$ cat src/rtl/noc_settings.svh
////////////////////
// NoC router settings
// Flit width, input queue depth and mesh coordinate width
////////////////////
`ifndef NOC_SETTINGS_SVH
`define NOC_SETTINGS_SVH

// Flit bits without the head/tail preamble
`define NOC_DATA_WIDTH 32
// Entries per input queue
`define NOC_QUEUE_DEPTH 4
// Bits per mesh coordinate
`define NOC_COORD_WIDTH 3

`endif

$ cat src/rtl/noc_route_pkg.sv
////////////////////
// Routing types: port indices, one-hot directions, mesh coordinates
////////////////////
`include "noc_settings.svh"

package noc_route_pkg;

  // Port index order, shared by every per-port vector
  typedef enum logic [2:0] {
    north_port = 3'd0,
    south_port = 3'd1,
    west_port  = 3'd2,
    east_port  = 3'd3,
    local_port = 3'd4
  } port_e;

  // One-hot output request, one bit per port index
  typedef logic [4:0] direction_t;

  localparam direction_t go_north = 5'b00001;
  localparam direction_t go_south = 5'b00010;
  localparam direction_t go_west  = 5'b00100;
  localparam direction_t go_east  = 5'b01000;
  localparam direction_t go_local = 5'b10000;

  // Mesh coordinate
  // East is x+1, west x-1, north y-1, south y+1
  typedef struct packed {
    logic [`NOC_COORD_WIDTH-1:0] x;
    logic [`NOC_COORD_WIDTH-1:0] y;
  } xy_t;

endpackage

$ cat src/rtl/noc_flit_pkg.sv
////////////////////
// Flit types: preamble, header and worm state
////////////////////
`include "noc_settings.svh"

package noc_flit_pkg;

  // Head sits above tail; both set on a single-flit packet
  typedef struct packed {
    logic head;
    logic tail;
  } preamble_t;

  typedef struct packed {
    noc_route_pkg::xy_t source;
    noc_route_pkg::xy_t destination;
  } packet_info_t;

  // Padding between packet info and the routing field
  localparam int unsigned reserved_width =
    `NOC_DATA_WIDTH - $bits(packet_info_t) - $bits(noc_route_pkg::direction_t);

  // Full link width, preamble included
  localparam int unsigned flit_width = `NOC_DATA_WIDTH + $bits(preamble_t);

  // Routing lives in the lowest bits so it can be swapped in place
  typedef struct packed {
    preamble_t                 preamble;
    packet_info_t              info;
    logic [reserved_width-1:0] reserved;
    noc_route_pkg::direction_t routing;
  } header_t;

  typedef union packed {
    header_t               header;
    logic [flit_width-1:0] raw;
  } flit_t;

  // Worm progress at an output port
  typedef enum logic {
    head_flit     = 1'b0,
    payload_flits = 1'b1
  } flit_state_e;

endpackage

$ cat src/rtl/input_port_if.sv
////////////////////
// Input port view: queue head and routing shared with all outputs
////////////////////
interface input_port_if;
  import noc_route_pkg::*;
  import noc_flit_pkg::*;

  flit_t      head;
  logic       valid;
  // Head routing, or held routing while the body flows
  direction_t request;
  direction_t next_routing;
  // One read bit per output port
  logic [4:0] read;

  modport queue (output head, valid, request, next_routing, input read);
  modport switch (input head, valid, request, next_routing, output read);
endinterface

$ cat src/rtl/input_unit.sv
////////////////////
// Input port: queue, held routing request, look-ahead routing
////////////////////
module input_unit (
  input  logic                clk,
  input  logic                rst,
  input  noc_route_pkg::xy_t  position_i,
  input  noc_flit_pkg::flit_t data_i,
  input  logic                data_void_i,
  output logic                stop_o,
  input_port_if.queue         port
);
  import noc_route_pkg::*;
  import noc_flit_pkg::*;

  flit_t      queue_head;
  logic       queue_empty;
  logic       queue_full;
  logic       valid_head;
  direction_t saved_request;

  // Any output taking the head pops the queue
  router_fifo input_queue_i (
    .clk,
    .rst,
    .wr_en_i (~data_void_i),
    .data_i  (data_i),
    .rd_en_i (|port.read),
    .data_o  (queue_head),
    .empty_o (queue_empty),
    .full_o  (queue_full)
  );

  assign port.head = queue_head;
  // Empty queue still offers a flit on the bypass path
  assign port.valid = ~(queue_empty & data_void_i);
  assign valid_head = port.valid & queue_head.header.preamble.head;

  // Worm routing kept until the tail reaches the head
  always_ff @(posedge clk) begin
    if (rst) begin
      saved_request <= '0;
    end else if (port.valid & queue_head.header.preamble.tail) begin
      saved_request <= '0;
    end else if (valid_head) begin
      saved_request <= queue_head.header.routing;
    end
  end

  assign port.request = valid_head ? queue_head.header.routing : saved_request;

  lookahead_routing lookahead_routing_i (
    .position_i        (position_i),
    .destination_i     (queue_head.header.info.destination),
    .current_routing_i (queue_head.header.routing),
    .next_routing_o    (port.next_routing)
  );

  // Stop the sender while the queue is full
  assign stop_o = queue_full;

endmodule

$ cat src/rtl/lookahead_router.sv
////////////////////
// Five-port mesh router, XY look-ahead routing, wormhole, stop/void links
////////////////////
module lookahead_router (
  input  logic                                clk,
  input  logic                                rst,
  input  noc_route_pkg::xy_t                  position_i,
  // Input links
  input  logic [noc_flit_pkg::flit_width-1:0] data_n_i,
  input  logic [noc_flit_pkg::flit_width-1:0] data_s_i,
  input  logic [noc_flit_pkg::flit_width-1:0] data_w_i,
  input  logic [noc_flit_pkg::flit_width-1:0] data_e_i,
  input  logic [noc_flit_pkg::flit_width-1:0] data_p_i,
  input  logic [4:0]                          data_void_i,
  output logic [4:0]                          stop_o,
  // Output links
  output logic [noc_flit_pkg::flit_width-1:0] data_n_o,
  output logic [noc_flit_pkg::flit_width-1:0] data_s_o,
  output logic [noc_flit_pkg::flit_width-1:0] data_w_o,
  output logic [noc_flit_pkg::flit_width-1:0] data_e_o,
  output logic [noc_flit_pkg::flit_width-1:0] data_p_o,
  output logic [4:0]                          data_void_o,
  input  logic [4:0]                          stop_i
);
  import noc_route_pkg::*;
  import noc_flit_pkg::*;

  flit_t data_in [5];
  flit_t data_out [5];

  // One shared view per input, seen by every output
  input_port_if ports_if [5] ();

  assign data_in[north_port] = data_n_i;
  assign data_in[south_port] = data_s_i;
  assign data_in[west_port]  = data_w_i;
  assign data_in[east_port]  = data_e_i;
  assign data_in[local_port] = data_p_i;

  for (genvar p = 0; p < 5; p++) begin : gen_ports
    input_unit input_unit_i (
      .clk,
      .rst,
      .position_i,
      .data_i      (data_in[p]),
      .data_void_i (data_void_i[p]),
      .stop_o      (stop_o[p]),
      .port        (ports_if[p])
    );

    output_unit #(
      .out_port (port_e'(p))
    ) output_unit_i (
      .clk,
      .rst,
      .in_ports    (ports_if),
      .stop_i      (stop_i[p]),
      .data_o      (data_out[p]),
      .data_void_o (data_void_o[p])
    );
  end

  assign data_n_o = data_out[north_port];
  assign data_s_o = data_out[south_port];
  assign data_w_o = data_out[west_port];
  assign data_e_o = data_out[east_port];
  assign data_p_o = data_out[local_port];

endmodule

$ cat src/rtl/lookahead_routing.sv
////////////////////
// XY route for the next hop of a head flit
////////////////////
module lookahead_routing (
  input  noc_route_pkg::xy_t        position_i,
  input  noc_route_pkg::xy_t        destination_i,
  input  noc_route_pkg::direction_t current_routing_i,
  output noc_route_pkg::direction_t next_routing_o
);
  import noc_route_pkg::*;

  xy_t next_position;

  // Coordinate of the router the flit enters after this one
  always_comb begin
    next_position = position_i;
    case (current_routing_i)
      go_north: next_position.y = position_i.y - 1'b1;
      go_south: next_position.y = position_i.y + 1'b1;
      go_west:  next_position.x = position_i.x - 1'b1;
      go_east:  next_position.x = position_i.x + 1'b1;
      default:  next_position = position_i;
    endcase
  end

  // X first, then Y, then eject
  always_comb begin
    if (current_routing_i == go_local) begin
      // Worm leaves the mesh here, nothing to look ahead to
      next_routing_o = current_routing_i;
    end else if (destination_i.x > next_position.x) begin
      next_routing_o = go_east;
    end else if (destination_i.x < next_position.x) begin
      next_routing_o = go_west;
    end else if (destination_i.y < next_position.y) begin
      next_routing_o = go_north;
    end else if (destination_i.y > next_position.y) begin
      next_routing_o = go_south;
    end else begin
      next_routing_o = go_local;
    end
  end

endmodule

$ cat src/rtl/output_unit.sv
////////////////////
// Output port: arbitration, worm FSM, crossbar, output register
////////////////////
module output_unit #(
  parameter noc_route_pkg::port_e out_port = noc_route_pkg::local_port
) (
  input  logic                clk,
  input  logic                rst,
  input_port_if.switch        in_ports [5],
  input  logic                stop_i,
  output noc_flit_pkg::flit_t data_o,
  output logic                data_void_o
);
  import noc_route_pkg::*;
  import noc_flit_pkg::*;

  flit_t       in_head [5];
  logic [4:0]  in_valid;
  direction_t  in_next_routing [5];
  logic [3:0]  request;
  logic [3:0]  grant;
  logic        grant_valid;
  logic [3:0]  config_now;
  logic [3:0]  config_saved;
  logic [4:0]  select;
  flit_state_e state;
  flit_state_e state_next;
  logic        forwarding;
  flit_t       sel_flit;
  logic        sel_valid;
  direction_t  sel_next_routing;
  flit_t       out_flit;
  logic        out_valid;
  logic        forwarding_head;
  logic        forwarding_tail;

  ////////////////////
  // Input gathering
  ////////////////////
  // Four-entry lists skip this port; select maps them back to five
  for (genvar i = 0; i < 5; i++) begin : gen_inputs
    assign in_head[i]                 = in_ports[i].head;
    assign in_valid[i]                = in_ports[i].valid;
    assign in_next_routing[i]         = in_ports[i].next_routing;
    assign in_ports[i].read[out_port] = select[i] & ~stop_i;
    if (i < out_port) begin : gen_below
      assign request[i] = in_ports[i].request[out_port];
      assign select[i]  = config_now[i];
    end else if (i > out_port) begin : gen_above
      assign request[i-1] = in_ports[i].request[out_port];
      assign select[i]    = config_now[i-1];
    end else begin : gen_self
      // No U-turns
      assign select[i] = 1'b0;
    end
  end

  router_arbiter arbiter_i (
    .clk,
    .rst,
    .request_i         (request),
    .forwarding_head_i (forwarding_head),
    .forwarding_tail_i (forwarding_tail),
    .grant_o           (grant),
    .grant_valid_o     (grant_valid)
  );

  ////////////////////
  // Worm FSM
  ////////////////////
  always_comb begin
    config_now = '0;
    forwarding = 1'b0;
    if (state == head_flit) begin
      // New worm may start only into a free link
      if (grant_valid & ~stop_i) begin
        config_now = grant;
        forwarding = 1'b1;
      end
    end else begin
      config_now = config_saved;
      forwarding = 1'b1;
    end
  end

  always_comb begin
    state_next = state;
    if (forwarding_tail) begin
      state_next = head_flit;
    end else if (forwarding_head) begin
      state_next = payload_flits;
    end
  end

  always_ff @(posedge clk) begin
    if (rst) begin
      state <= head_flit;
    end else begin
      state <= state_next;
    end
  end

  always_ff @(posedge clk) begin
    if (forwarding) begin
      config_saved <= config_now;
    end
  end

  ////////////////////
  // Crossbar
  ////////////////////
  always_comb begin
    sel_flit         = '0;
    sel_valid        = 1'b0;
    sel_next_routing = '0;
    for (int i = 0; i < 5; i++) begin
      if (select[i]) begin
        sel_flit         = in_head[i];
        sel_valid        = in_valid[i];
        sel_next_routing = in_next_routing[i];
      end
    end
  end

  // Head flit carries the next router's port on the way out
  always_comb begin
    out_flit = sel_flit;
    if (state == head_flit) begin
      out_flit.header.routing = sel_next_routing;
    end
  end

  assign out_valid       = forwarding & sel_valid;
  assign forwarding_head = out_valid & out_flit.header.preamble.head & ~stop_i;
  assign forwarding_tail = out_valid & out_flit.header.preamble.tail & ~stop_i;

  // Link register holds while the next router stops us
  always_ff @(posedge clk) begin
    if (rst) begin
      data_void_o <= 1'b1;
    end else if (~stop_i) begin
      data_void_o <= ~out_valid;
    end
  end

  always_ff @(posedge clk) begin
    if (out_valid & ~stop_i) begin
      data_o <= out_flit;
    end
  end

endmodule

$ cat src/rtl/router_arbiter.sv
////////////////////
// Round-robin arbiter over four inputs, grant held per worm
////////////////////
module router_arbiter (
  input  logic       clk,
  input  logic       rst,
  input  logic [3:0] request_i,
  input  logic       forwarding_head_i,
  input  logic       forwarding_tail_i,
  output logic [3:0] grant_o,
  output logic       grant_valid_o
);
  logic [1:0] priority_ptr;
  logic [1:0] winner;
  logic [3:0] pick;
  logic [3:0] held_grant;
  logic       locked;

  // Search from the priority pointer; the nearest requester wins
  always_comb begin
    logic [1:0] idx;
    pick   = '0;
    winner = priority_ptr;
    for (int k = 3; k >= 0; k--) begin
      idx = priority_ptr + 2'(k);
      if (request_i[idx]) begin
        pick      = '0;
        pick[idx] = 1'b1;
        winner    = idx;
      end
    end
  end

  // Frozen from head to tail
  assign grant_o       = locked ? held_grant : pick;
  assign grant_valid_o = |grant_o;

  always_ff @(posedge clk) begin
    if (rst) begin
      locked       <= 1'b0;
      priority_ptr <= '0;
    end else begin
      // Single-flit packets never lock
      if (forwarding_tail_i) begin
        locked <= 1'b0;
      end else if (forwarding_head_i) begin
        locked <= 1'b1;
      end
      // Winner drops to lowest priority once its head leaves
      if (forwarding_head_i) begin
        priority_ptr <= winner + 2'd1;
      end
    end
  end

  always_ff @(posedge clk) begin
    if (forwarding_head_i) begin
      held_grant <= pick;
    end
  end

endmodule

$ cat src/rtl/router_fifo.sv
////////////////////
// Input queue, bypassed when empty
////////////////////
`include "noc_settings.svh"

module router_fifo (
  input  logic                clk,
  input  logic                rst,
  input  logic                wr_en_i,
  input  noc_flit_pkg::flit_t data_i,
  input  logic                rd_en_i,
  output noc_flit_pkg::flit_t data_o,
  output logic                empty_o,
  output logic                full_o
);
  import noc_flit_pkg::*;

  localparam int unsigned ptr_width = $clog2(`NOC_QUEUE_DEPTH);
  localparam logic [ptr_width-1:0] last_slot = ptr_width'(`NOC_QUEUE_DEPTH - 1);
  localparam logic [ptr_width:0] depth_count = (ptr_width + 1)'(`NOC_QUEUE_DEPTH);

  flit_t                mem [`NOC_QUEUE_DEPTH];
  logic [ptr_width-1:0] wr_ptr;
  logic [ptr_width-1:0] rd_ptr;
  logic [ptr_width:0]   count;
  logic                 bypass;
  logic                 push;
  logic                 pop;

  assign empty_o = count == '0;
  assign full_o  = count == depth_count;

  // Empty queue shows the incoming flit directly
  assign data_o = empty_o ? data_i : mem[rd_ptr];

  // Flit taken in the same cycle it arrives never gets stored
  assign bypass = empty_o & wr_en_i & rd_en_i;
  assign push   = wr_en_i & ~full_o & ~bypass;
  assign pop    = rd_en_i & ~empty_o;

  always_ff @(posedge clk) begin
    if (push) begin
      mem[wr_ptr] <= data_i;
    end
  end

  always_ff @(posedge clk) begin
    if (rst) begin
      wr_ptr <= '0;
      rd_ptr <= '0;
      count  <= '0;
    end else begin
      if (push) begin
        wr_ptr <= (wr_ptr == last_slot) ? '0 : wr_ptr + 1'b1;
      end
      if (pop) begin
        rd_ptr <= (rd_ptr == last_slot) ? '0 : rd_ptr + 1'b1;
      end
      if (push & ~pop) begin
        count <= count + 1'b1;
      end else if (pop & ~push) begin
        count <= count - 1'b1;
      end
    end
  end

endmodule

$ cat config.mk
export PLATFORM = sky130hd
export DESIGN_NAME = lookahead_router
export DESIGN_NICKNAME = d
export VERILOG_FILES = /design/src/rtl/noc_route_pkg.sv /design/src/rtl/noc_flit_pkg.sv /design/src/rtl/input_port_if.sv /design/src/rtl/input_unit.sv /design/src/rtl/lookahead_router.sv /design/src/rtl/lookahead_routing.sv /design/src/rtl/output_unit.sv /design/src/rtl/router_arbiter.sv /design/src/rtl/router_fifo.sv
export VERILOG_INCLUDE_DIRS = /design/src /design/src/rtl
export SDC_FILE = /design/constraint.sdc
export NUM_CORES = 2
export LEC_CHECK = 0
export ABC_AREA = 1
export BUFFER_PORTS_ARGS = -buffer_cell sky130_fd_sc_hd__buf_2
export CORE_ASPECT_RATIO = 0.6
export CORE_MARGIN = 5
export CORE_UTILIZATION = 33
export CTS_CLUSTER_DIAMETER = 100
export CTS_CLUSTER_SIZE = 28
export DETAILED_ROUTE_END_ITERATION = 10
export GPL_ROUTABILITY_DRIVEN = 1
export PLACE_DENSITY = 0.52
export RECOVER_POWER = 100
export SYNTH_ARGS = -nofsm -noshare
export SYNTH_HDL_FRONTEND = slang
export SYNTH_SLANG_ARGS = --single-unit
$ cat constraint.sdc
create_clock -name clk -period 5.8 [get_ports clk]
set_input_delay 0.29 -clock clk [delete_from_list [all_inputs] [get_ports clk]]
set_output_delay 0.29 -clock clk [all_outputs]
set_load 0.02 [all_outputs]
=== After elaboration in Yosys (flattened, before gate mapping) ===
Memories as Yosys holds them, arrays and structs flattened. A register that Yosys moved wholly into a read port is not among the register bits.
Cells that the tools add are included.

* Register bits after elaboration: 289
* Bits in writable memories: 680
* Input bits: 188
* Output and inout port bits: 180
* Logic and storage cells: 698
* Memories kept: 5

{| class="wikitable"
|+ Memory list
! name !! words !! width !! read ports !! clocked after Yosys merged registers in !! wr ports !! RTL line !! text
|-
| gen_ports[0].input_unit_i.input_queue_i.mem || 4 || 34 || 1 || 1 || 1 || router_fifo.sv:22 || <nowiki>flit_t mem [`NOC_QUEUE_DEPTH];</nowiki>
|-
| gen_ports[1].input_unit_i.input_queue_i.mem || 4 || 34 || 1 || 1 || 1 || router_fifo.sv:22 ||
|-
| gen_ports[2].input_unit_i.input_queue_i.mem || 4 || 34 || 1 || 1 || 1 || router_fifo.sv:22 ||
|-
| gen_ports[3].input_unit_i.input_queue_i.mem || 4 || 34 || 1 || 1 || 1 || router_fifo.sv:22 ||
|-
| gen_ports[4].input_unit_i.input_queue_i.mem || 4 || 34 || 1 || 1 || 1 || router_fifo.sv:22 ||
|}

* Add/sub/neg operators: 44
* Order comparisons: 60
* Equality and inequality tests: 40
* Multiplexer cells: 295
* Bitwise operators: 150
* Reductions and logical operators: 50

{| class="wikitable"
|+ Operators by type and width
! cell !! number
|-
| 2-to-1 mux 34 bit || 25
|-
| 2-to-1 mux 5 bit || 54
|-
| 2-to-1 mux 4 bit || 36
|-
| bitwise AND 1 bit || 105
|-
| 2-to-1 mux 1 bit || 80
|-
| 2-to-1 mux 2 bit || 40
|-
| < comparator 2 x 3 -> 1 bit (second input constant) || 20
|-
| one-hot mux 3 bit (2 select lines) || 10
|-
| NOT 1 bit || 45
|-
| adder 2 x 1 -> 2 bit (second input constant) || 20
|-
| binary-select mux 1 bit (select 2 bit) || 20
|-
| demux 1 bit (select 2 bit) || 20
|-
| greater-or-equal comparator 2 x 1 -> 1 bit (second input constant) || 20
|-
| OR reduction 4 bit || 10
|-
| > comparator 3 bit || 10
|-
| < comparator 3 bit || 10
|-
| 2-to-1 mux 3 bit || 10
|-
| equality test 5 x 1 -> 1 bit (second input constant) || 5
|-
| equality test 5 x 2 -> 1 bit (second input constant) || 5
|-
| equality test 5 x 3 -> 1 bit (second input constant) || 5
|-
| equality test 5 x 4 -> 1 bit (second input constant) || 5
|-
| equality test 5 bit (second input constant) || 5
|-
| adder 3 x 1 -> 3 bit (second input constant) || 7
|-
| subtractor 3 x 1 -> 3 bit (second input constant) || 7
|-
| 7 further kinds || 65
|}

=== Depth between registers and ports, before layout ===
* Depth in word-level cells: 25
* Gate-level depth with buffers: 36
* Depth with buffers taken out: 35

=== Least setup slack after synthesis ===
Ideal clock, no wire load.

* Path kind: register to register
* Start point: register gen_ports[2].output_unit_i.arbiter_i.priority_ptr[0]
* End point: memory gen_ports[4].input_unit_i.input_queue_i.mem[0][0] (netlist name), enable pin
* Library setup time: 425 ps
* Arrival time: 4150 ps
* Data required time: 5375 ps
* Slack: 1225 ps
* Stages on the path, launching flop included: 23
* Path buffers: 1
* Period minus slack after synthesis: 4575 ps
* Cells stage by stage: dfxtp_1 -> clkinv_1 -> ha_1 -> inv_1 -> nand2_2 -> nand2_4 -> inv_2 -> o21ai_1 -> clkinv_1 -> nand2_1 -> nand2_2 -> o21ai_1 -> nand2_1 -> nand2_2 -> nand2_4 -> nand2_4 -> inv_2 -> buf_6 -> nand2_2 -> nand4_1 -> nand2_2 -> nand2_1 -> nor2_1

* Word-level cells in the longest chain between the ends: 21
* Elaborated cells between the ends (all ways): 47
* Those cells by class: add/sub (3); order compare (8); mux (25); bitwise (5); reduce/logical (6)

{| class="wikitable"
|+ Ends and longest elaborated chain
! item !! RTL line !! text
|-
| from (decl) || router_arbiter.sv:13 || <nowiki>logic [1:0] priority_ptr;</nowiki>
|-
| from (signal assigned) || router_arbiter.sv:51 || <nowiki>priority_ptr <= winner + 2'd1;</nowiki>
|-
| adder 2 bit || router_arbiter.sv:25 || <nowiki>idx = priority_ptr + 2'(k);</nowiki>
|-
| < comparator 2 x 3 -> 1 bit (not written as such) or greater-or-equal comparator 2 x 1 -> 1 bit (tied branches) || router_arbiter.sv:28 || <nowiki>pick[idx] = 1'b1;</nowiki>
|-
| logical AND 1 bit (not written as such) || router_arbiter.sv:28 ||
|-
| 2-to-1 mux 1 bit (not written as such) || router_arbiter.sv:28 ||
|-
| demux 1 bit (select 2 bit) || router_arbiter.sv:28 ||
|-
| 2-to-1 mux 4 bit (3 in a row) || router_arbiter.sv:26 || <nowiki>if (request_i[idx]) begin</nowiki>
|-
| 2-to-1 mux 4 bit * || router_arbiter.sv:26 ||
|-
| net gen_ports[2].output_unit_i.arbiter_i.pick[2] || router_arbiter.sv:15 || <nowiki>logic [3:0] pick;</nowiki>
|-
| [4 not listed] || - ||
|-
| 2-to-1 mux 4 bit * || output_unit.sv:74 || <nowiki>if (state == head_flit) begin</nowiki>
|-
| bitwise AND 1 bit * || output_unit.sv:45 || <nowiki>assign in_ports[i].read[out_port] = select[i] & ~stop_i;</nowiki>
|-
| OR reduction 4 bit * || input_unit.sv:28 || <nowiki>.rd_en_i (|port.read),</nowiki>
|-
| bitwise AND 1 bit * || router_fifo.sv:37 || <nowiki>assign bypass = empty_o & wr_en_i & rd_en_i;</nowiki>
|-
| NOT 1 bit * || router_fifo.sv:38 || <nowiki>assign push = wr_en_i & ~full_o & ~bypass;</nowiki>
|-
| bitwise AND 1 bit * || router_fifo.sv:38 ||
|-
| 2-to-1 mux 1 bit * || router_fifo.sv:42 || <nowiki>if (push) begin</nowiki>
|-
| 2-to-1 mux 1 bit (not written as such) * || router_fifo.sv:43 || <nowiki>mem[wr_ptr] <= data_i;</nowiki>
|-
| to (decl) || router_fifo.sv:22 ||
|}

Mark *: on every way through the listed nets, which the timed path passes. The rest lies on a longest branch. The select of a mux whose other input is x is not followed.

==> impl_metrics.prom <==
# TYPE chip_impl_metric gauge
chip_impl_metric{name="yosysSeqAreaShare",unit="%"} 57.38
chip_impl_metric{name="clock_sink_count",unit=""} 975
chip_impl_metric{name="worst-endpoint-required",unit="ps"} 6200
chip_impl_metric{name="post_cts_buffers",unit=""} 0
chip_impl_info{name="worstHoldPathType",value="in2reg"} 1
chip_impl_metric{name="route.detailed.wl_per_inst",unit="µm"} 25.37
chip_impl_metric{name="setup_tns_final",unit="ps"} 0
chip_impl_metric{name="n_fill_cell",unit=""} 15240
chip_impl_info{name="top_cells_by_area_synth",value="sky130_fd_sc_hd__edfxtp_1 54%, sky130_fd_sc_hd__nand2_1 7.2%, sky130_fd_sc_hd__o21ai_0 6.5%"} 1
chip_impl_metric{name="die-height",unit="µm"} 310.1
chip_impl_metric{name="max_freq",unit="MHz"} 180.5
chip_impl_metric{name="finalCritPeriodShare",unit="%"} 95.54
chip_impl_info{name="synth-main-ff-cell",value="sky130_fd_sc_hd__edfxtp_1"} 1
chip_impl_metric{name="die_width",unit="µm"} 510.2
chip_impl_info{name="crit_top_cell",value="sky130_fd_sc_hd__nand2_1"} 1
chip_impl_info{name="synth_top_area_cell",value="sky130_fd_sc_hd__edfxtp_1"} 1
chip_impl_metric{name="fin_crit",unit="ps"} 5541
chip_impl_metric{name="multi_input_comb_area",unit="mm²"} 0.01749
chip_impl_metric{name="clock_insertion_delay_worst_skew",unit="ps"} 670
chip_impl_metric{name="synth_enable_flop_cells",unit=""} 890
chip_impl_metric{name="cts_max_level",unit=""} 2
chip_impl_metric{name="setup_viol_count_final",unit=""} 0
chip_impl_metric{name="max-cap-violations",unit=""} 0
chip_impl_metric{name="detailroute.via_count",unit=""} 41290
chip_impl_metric{name="async_flop_share",unit="%"} 0
chip_impl_info{name="rsz0062_at_grt",value="false"} 1
chip_impl_metric{name="die_area",unit="mm²"} 0.1582
chip_impl_metric{name="gr-usage-all-layers",unit="%"} 23.96
chip_impl_metric{name="nNetsFinal",unit=""} 6024
chip_impl_metric{name="via_per_inst",unit=""} 5.309
chip_impl_metric{name="final_antenna_net_count",unit=""} 0
chip_impl_metric{name="total_congestion_overflow",unit=""} 0
chip_impl_metric{name="number_of_iterations_in_the_first_detailed_routing_pass",unit=""} 8
chip_impl_metric{name="grt_start_max_net_pins",unit=""} 76
chip_impl_metric{name="final_layout_size_suffix_gt1_share",unit="%"} 6.983
chip_impl_info{name="critPathLaunchType",value="flop"} 1
chip_impl_info{name="run_status",value="completed"} 1
chip_impl_info{name="tritoncts",value="built"} 1
chip_impl_metric{name="synth_area_per_cell",unit="µm²"} 9.422
chip_impl_metric{name="yosysWarnings",unit=""} 0
chip_impl_info{name="cts-root-buf",value="sky130_fd_sc_hd__clkbuf_16"} 1
chip_impl_metric{name="post_cts_resized",unit=""} 0
chip_impl_metric{name="synth.ff_latch_count",unit=""} 975
chip_impl_info{name="worst_setup_path_end_kind",value="flop"} 1
chip_impl_metric{name="cts.hold.buffers_added",unit=""} 170
chip_impl_metric{name="timing.critical_path.slowest_cell_delay",unit="ps"} 580
chip_impl_metric{name="grt_pass1_vias",unit=""} 37080
chip_impl_metric{name="detailedRoute.firstIterationViolations",unit=""} 5161
chip_impl_metric{name="cts_buffer_depth",unit=""} 3
chip_impl_metric{name="fin_worst_skew",unit="ps"} 39.13
chip_impl_metric{name="synthDistinctLibCells",unit=""} 61
chip_impl_metric{name="post_synth_instance_area",unit="mm²"} 0.04954
chip_impl_info{name="synth_common_cells",value="954 x sky130_fd_sc_hd__nand2_1, 890 x sky130_fd_sc_hd__edfxtp_1, 644 x sky130_fd_sc_hd__o21ai_0"} 1
chip_impl_metric{name="final_hold_viol_count",unit=""} 0
chip_impl_metric{name="drc",unit=""} 0
chip_impl_metric{name="worst_pin_slew",unit="ps"} 1432
chip_impl_metric{name="post_dp_cell_area",unit="mm²"} 0.05415
chip_impl_metric{name="detailed_place_hpwl",unit="µm"} 146200
chip_impl_metric{name="grt_first_pass_wirelength",unit="µm"} 276600
chip_impl_info{name="slowest_stage",value="sky130_fd_sc_hd__nand2_1"} 1
chip_impl_metric{name="gp_congestion",unit=""} 1.018
chip_impl_metric{name="cp_data_arrival_time",unit="ps"} 5940
chip_impl_metric{name="post_synth_inst_count",unit=""} 5258
chip_impl_metric{name="input_output_buffers",unit=""} 367
chip_impl_metric{name="area.growth.synth_to_final",unit="%"} 13.74
chip_impl_metric{name="wirelength",unit="µm"} 197300
chip_impl_metric{name="floorplan.initialDensity",unit="%"} 33.11
chip_impl_metric{name="fp.coreArea",unit="mm²"} 0.1496
chip_impl_metric{name="postLayoutCellArea",unit="mm²"} 0.05635
chip_impl_info{name="synth_most_common_cell",value="sky130_fd_sc_hd__nand2_1"} 1
chip_impl_metric{name="cts_buffers",unit=""} 43
chip_impl_metric{name="clk_pin_slew_worst_paths",unit="ps"} 120
chip_impl_metric{name="placementRows",unit=""} 110
chip_impl_metric{name="timing_max_transition_violations_final",unit=""} 0
chip_impl_metric{name="antenna_violations_before_repair",unit=""} 15
chip_impl_info{name="crit_type",value="reg2reg"} 1
chip_impl_metric{name="sequential_area",unit="mm²"} 0.02843
chip_impl_metric{name="synth_fp_nets",unit=""} 5551
chip_impl_metric{name="cp_max_fo",unit=""} 21
chip_impl_metric{name="tightest_slew_margin_relative_to_the_limit",unit="%"} 4.208
chip_impl_metric{name="portion_of_synthesized_cell_area_occupied_by_the_leading_cell_type",unit="%"} 53.95
chip_impl_metric{name="ioPinCount",unit=""} 368
flip-flops by register name, summed over array words and instances (netlist names), named ones only:
signal                                          flops
gen_ports.input_unit_i.input_queue_i.mem          680
gen_ports.output_unit_i.data_o                    170
gen_ports.input_unit_i.saved_request               20
gen_ports.output_unit_i.arbiter_i.held_grant       20
gen_ports.output_unit_i.config_saved               20
gen_ports.input_unit_i.input_queue_i.count         15
gen_ports.input_unit_i.input_queue_i.rd_ptr        10
gen_ports.input_unit_i.input_queue_i.wr_ptr        10
gen_ports.output_unit_i.arbiter_i.priority_ptr     10
gen_ports.output_unit_i.data_void_o                 5
gen_ports.output_unit_i.state                       4
gen_ports.output_unit_i.arbiter_i.locked            1
cell type report:
| type | count | share of cell area, % |
|---|---|---|
| Antenna cell | 4 | 0.01776 |
| Clock buffer | 62 | 2.054 |
| Clock inverter | 9 | 0.1910 |
| Inverter | 586 | 3.915 |
| Multi-Input combinational cell | 3412 | 31.03 |
| Sequential cell | 975 | 50.46 |
| Tap cell | 2016 | 4.477 |
| Timing Repair Buffer | 713 | 7.856 |
cells in the final DEF (no fill, tap or decap), drive strengths merged, types with 9 or more instances in the layout:
| master | n |
|---|---|
| inv | 579 |
| buf | 152 |
| o22ai | 179 |
| xor2 | 23 |
| dfxtp | 85 |
| clkbuf | 453 |
| a21oi | 216 |
| a221oi | 11 |
| nand4 | 9 |
| nand2 | 1031 |
| a22oi | 9 |
| nor3 | 17 |
| dlygate4sd3 | 170 |
| or2 | 35 |
| a31oi | 30 |
| o221ai | 55 |
| nand3 | 226 |
| edfxtp | 890 |
| o21ai | 769 |
| nor2 | 564 |
| ha | 100 |
| clkinv | 16 |
| o211ai | 104 |
metal layers:
| layer | part of all wire, % | vias up | global-route usage [%] |
|---|---|---|---|
| met5 | 0.028 | - | 0 |
| met4 | 3.2 | 6 | 6.360 |
| met3 | 11 | 267 | 6.805 |
| met2 | 40 | 2068 | 33.68 |
| met1 | 45 | 19890 | 35.94 |
| li1 | - | 19060 | - |
kinds of logic (layout without fill, tap and decap cells):
| logic type | count (synthesis) | after routing | synth area share, % |
|---|---|---|---|
| buffers and inverters | 871 | 1370 | 7.314 |
| DFF | 975 | 975 | 57.38 |
| AOI/OAI and AO/OA | 1384 | 1384 | 15.90 |
| adders and majority gates | 105 | 105 | 2.728 |
| and+or+nand+nor | 1896 | 1896 | 16.20 |
| other | 0 | 4 | 0 |
| xor gates and xnor gates | 27 | 27 | 0.4773 |
path summary, 6_finish.rpt:
path                                     start                                     to  slack [ps]  depth (start not counted)
worst max-delay path                      flop  gen_ports[1].output_unit_i.data_o[26]         260                         25
worst min register to register            flop                                   flop         500                          2
worst min-delay path            data_void_i[2]                                   flop         110                          5
worst max register to register            flop  gen_ports[1].output_unit_i.data_o[26]         260                         25
worst max-delay path: cells and delay by family (launching register included):
family,cells,cell delay (ps)
buffers and inverters,3,930
AO/OA/AOI/OAI,4,780
flip-flops,1,450
AND/OR/NAND/NOR,18,3060
through the flow:
step / util, % / worst slack, ps / instances / hold slack, ps
after floorplan: - / 1225 / 5258 / 388.9
after global placement: 36.19 / 571.5 / 7532 / 483.6
after detailed placement: 36.19 / 662.5 / 7532 / 486.1
after CTS: 38.18 / 625.7 / 7773 / 75.82
after global routing: 37.66 / 14.45 / 7776 / 97.60
final: 37.66 / 258.8 / 7777 / 110.4
Power is left out: the tool's default activity adds up to more than one toggle a clock period on the data nets, which glitch-free logic cannot reach.
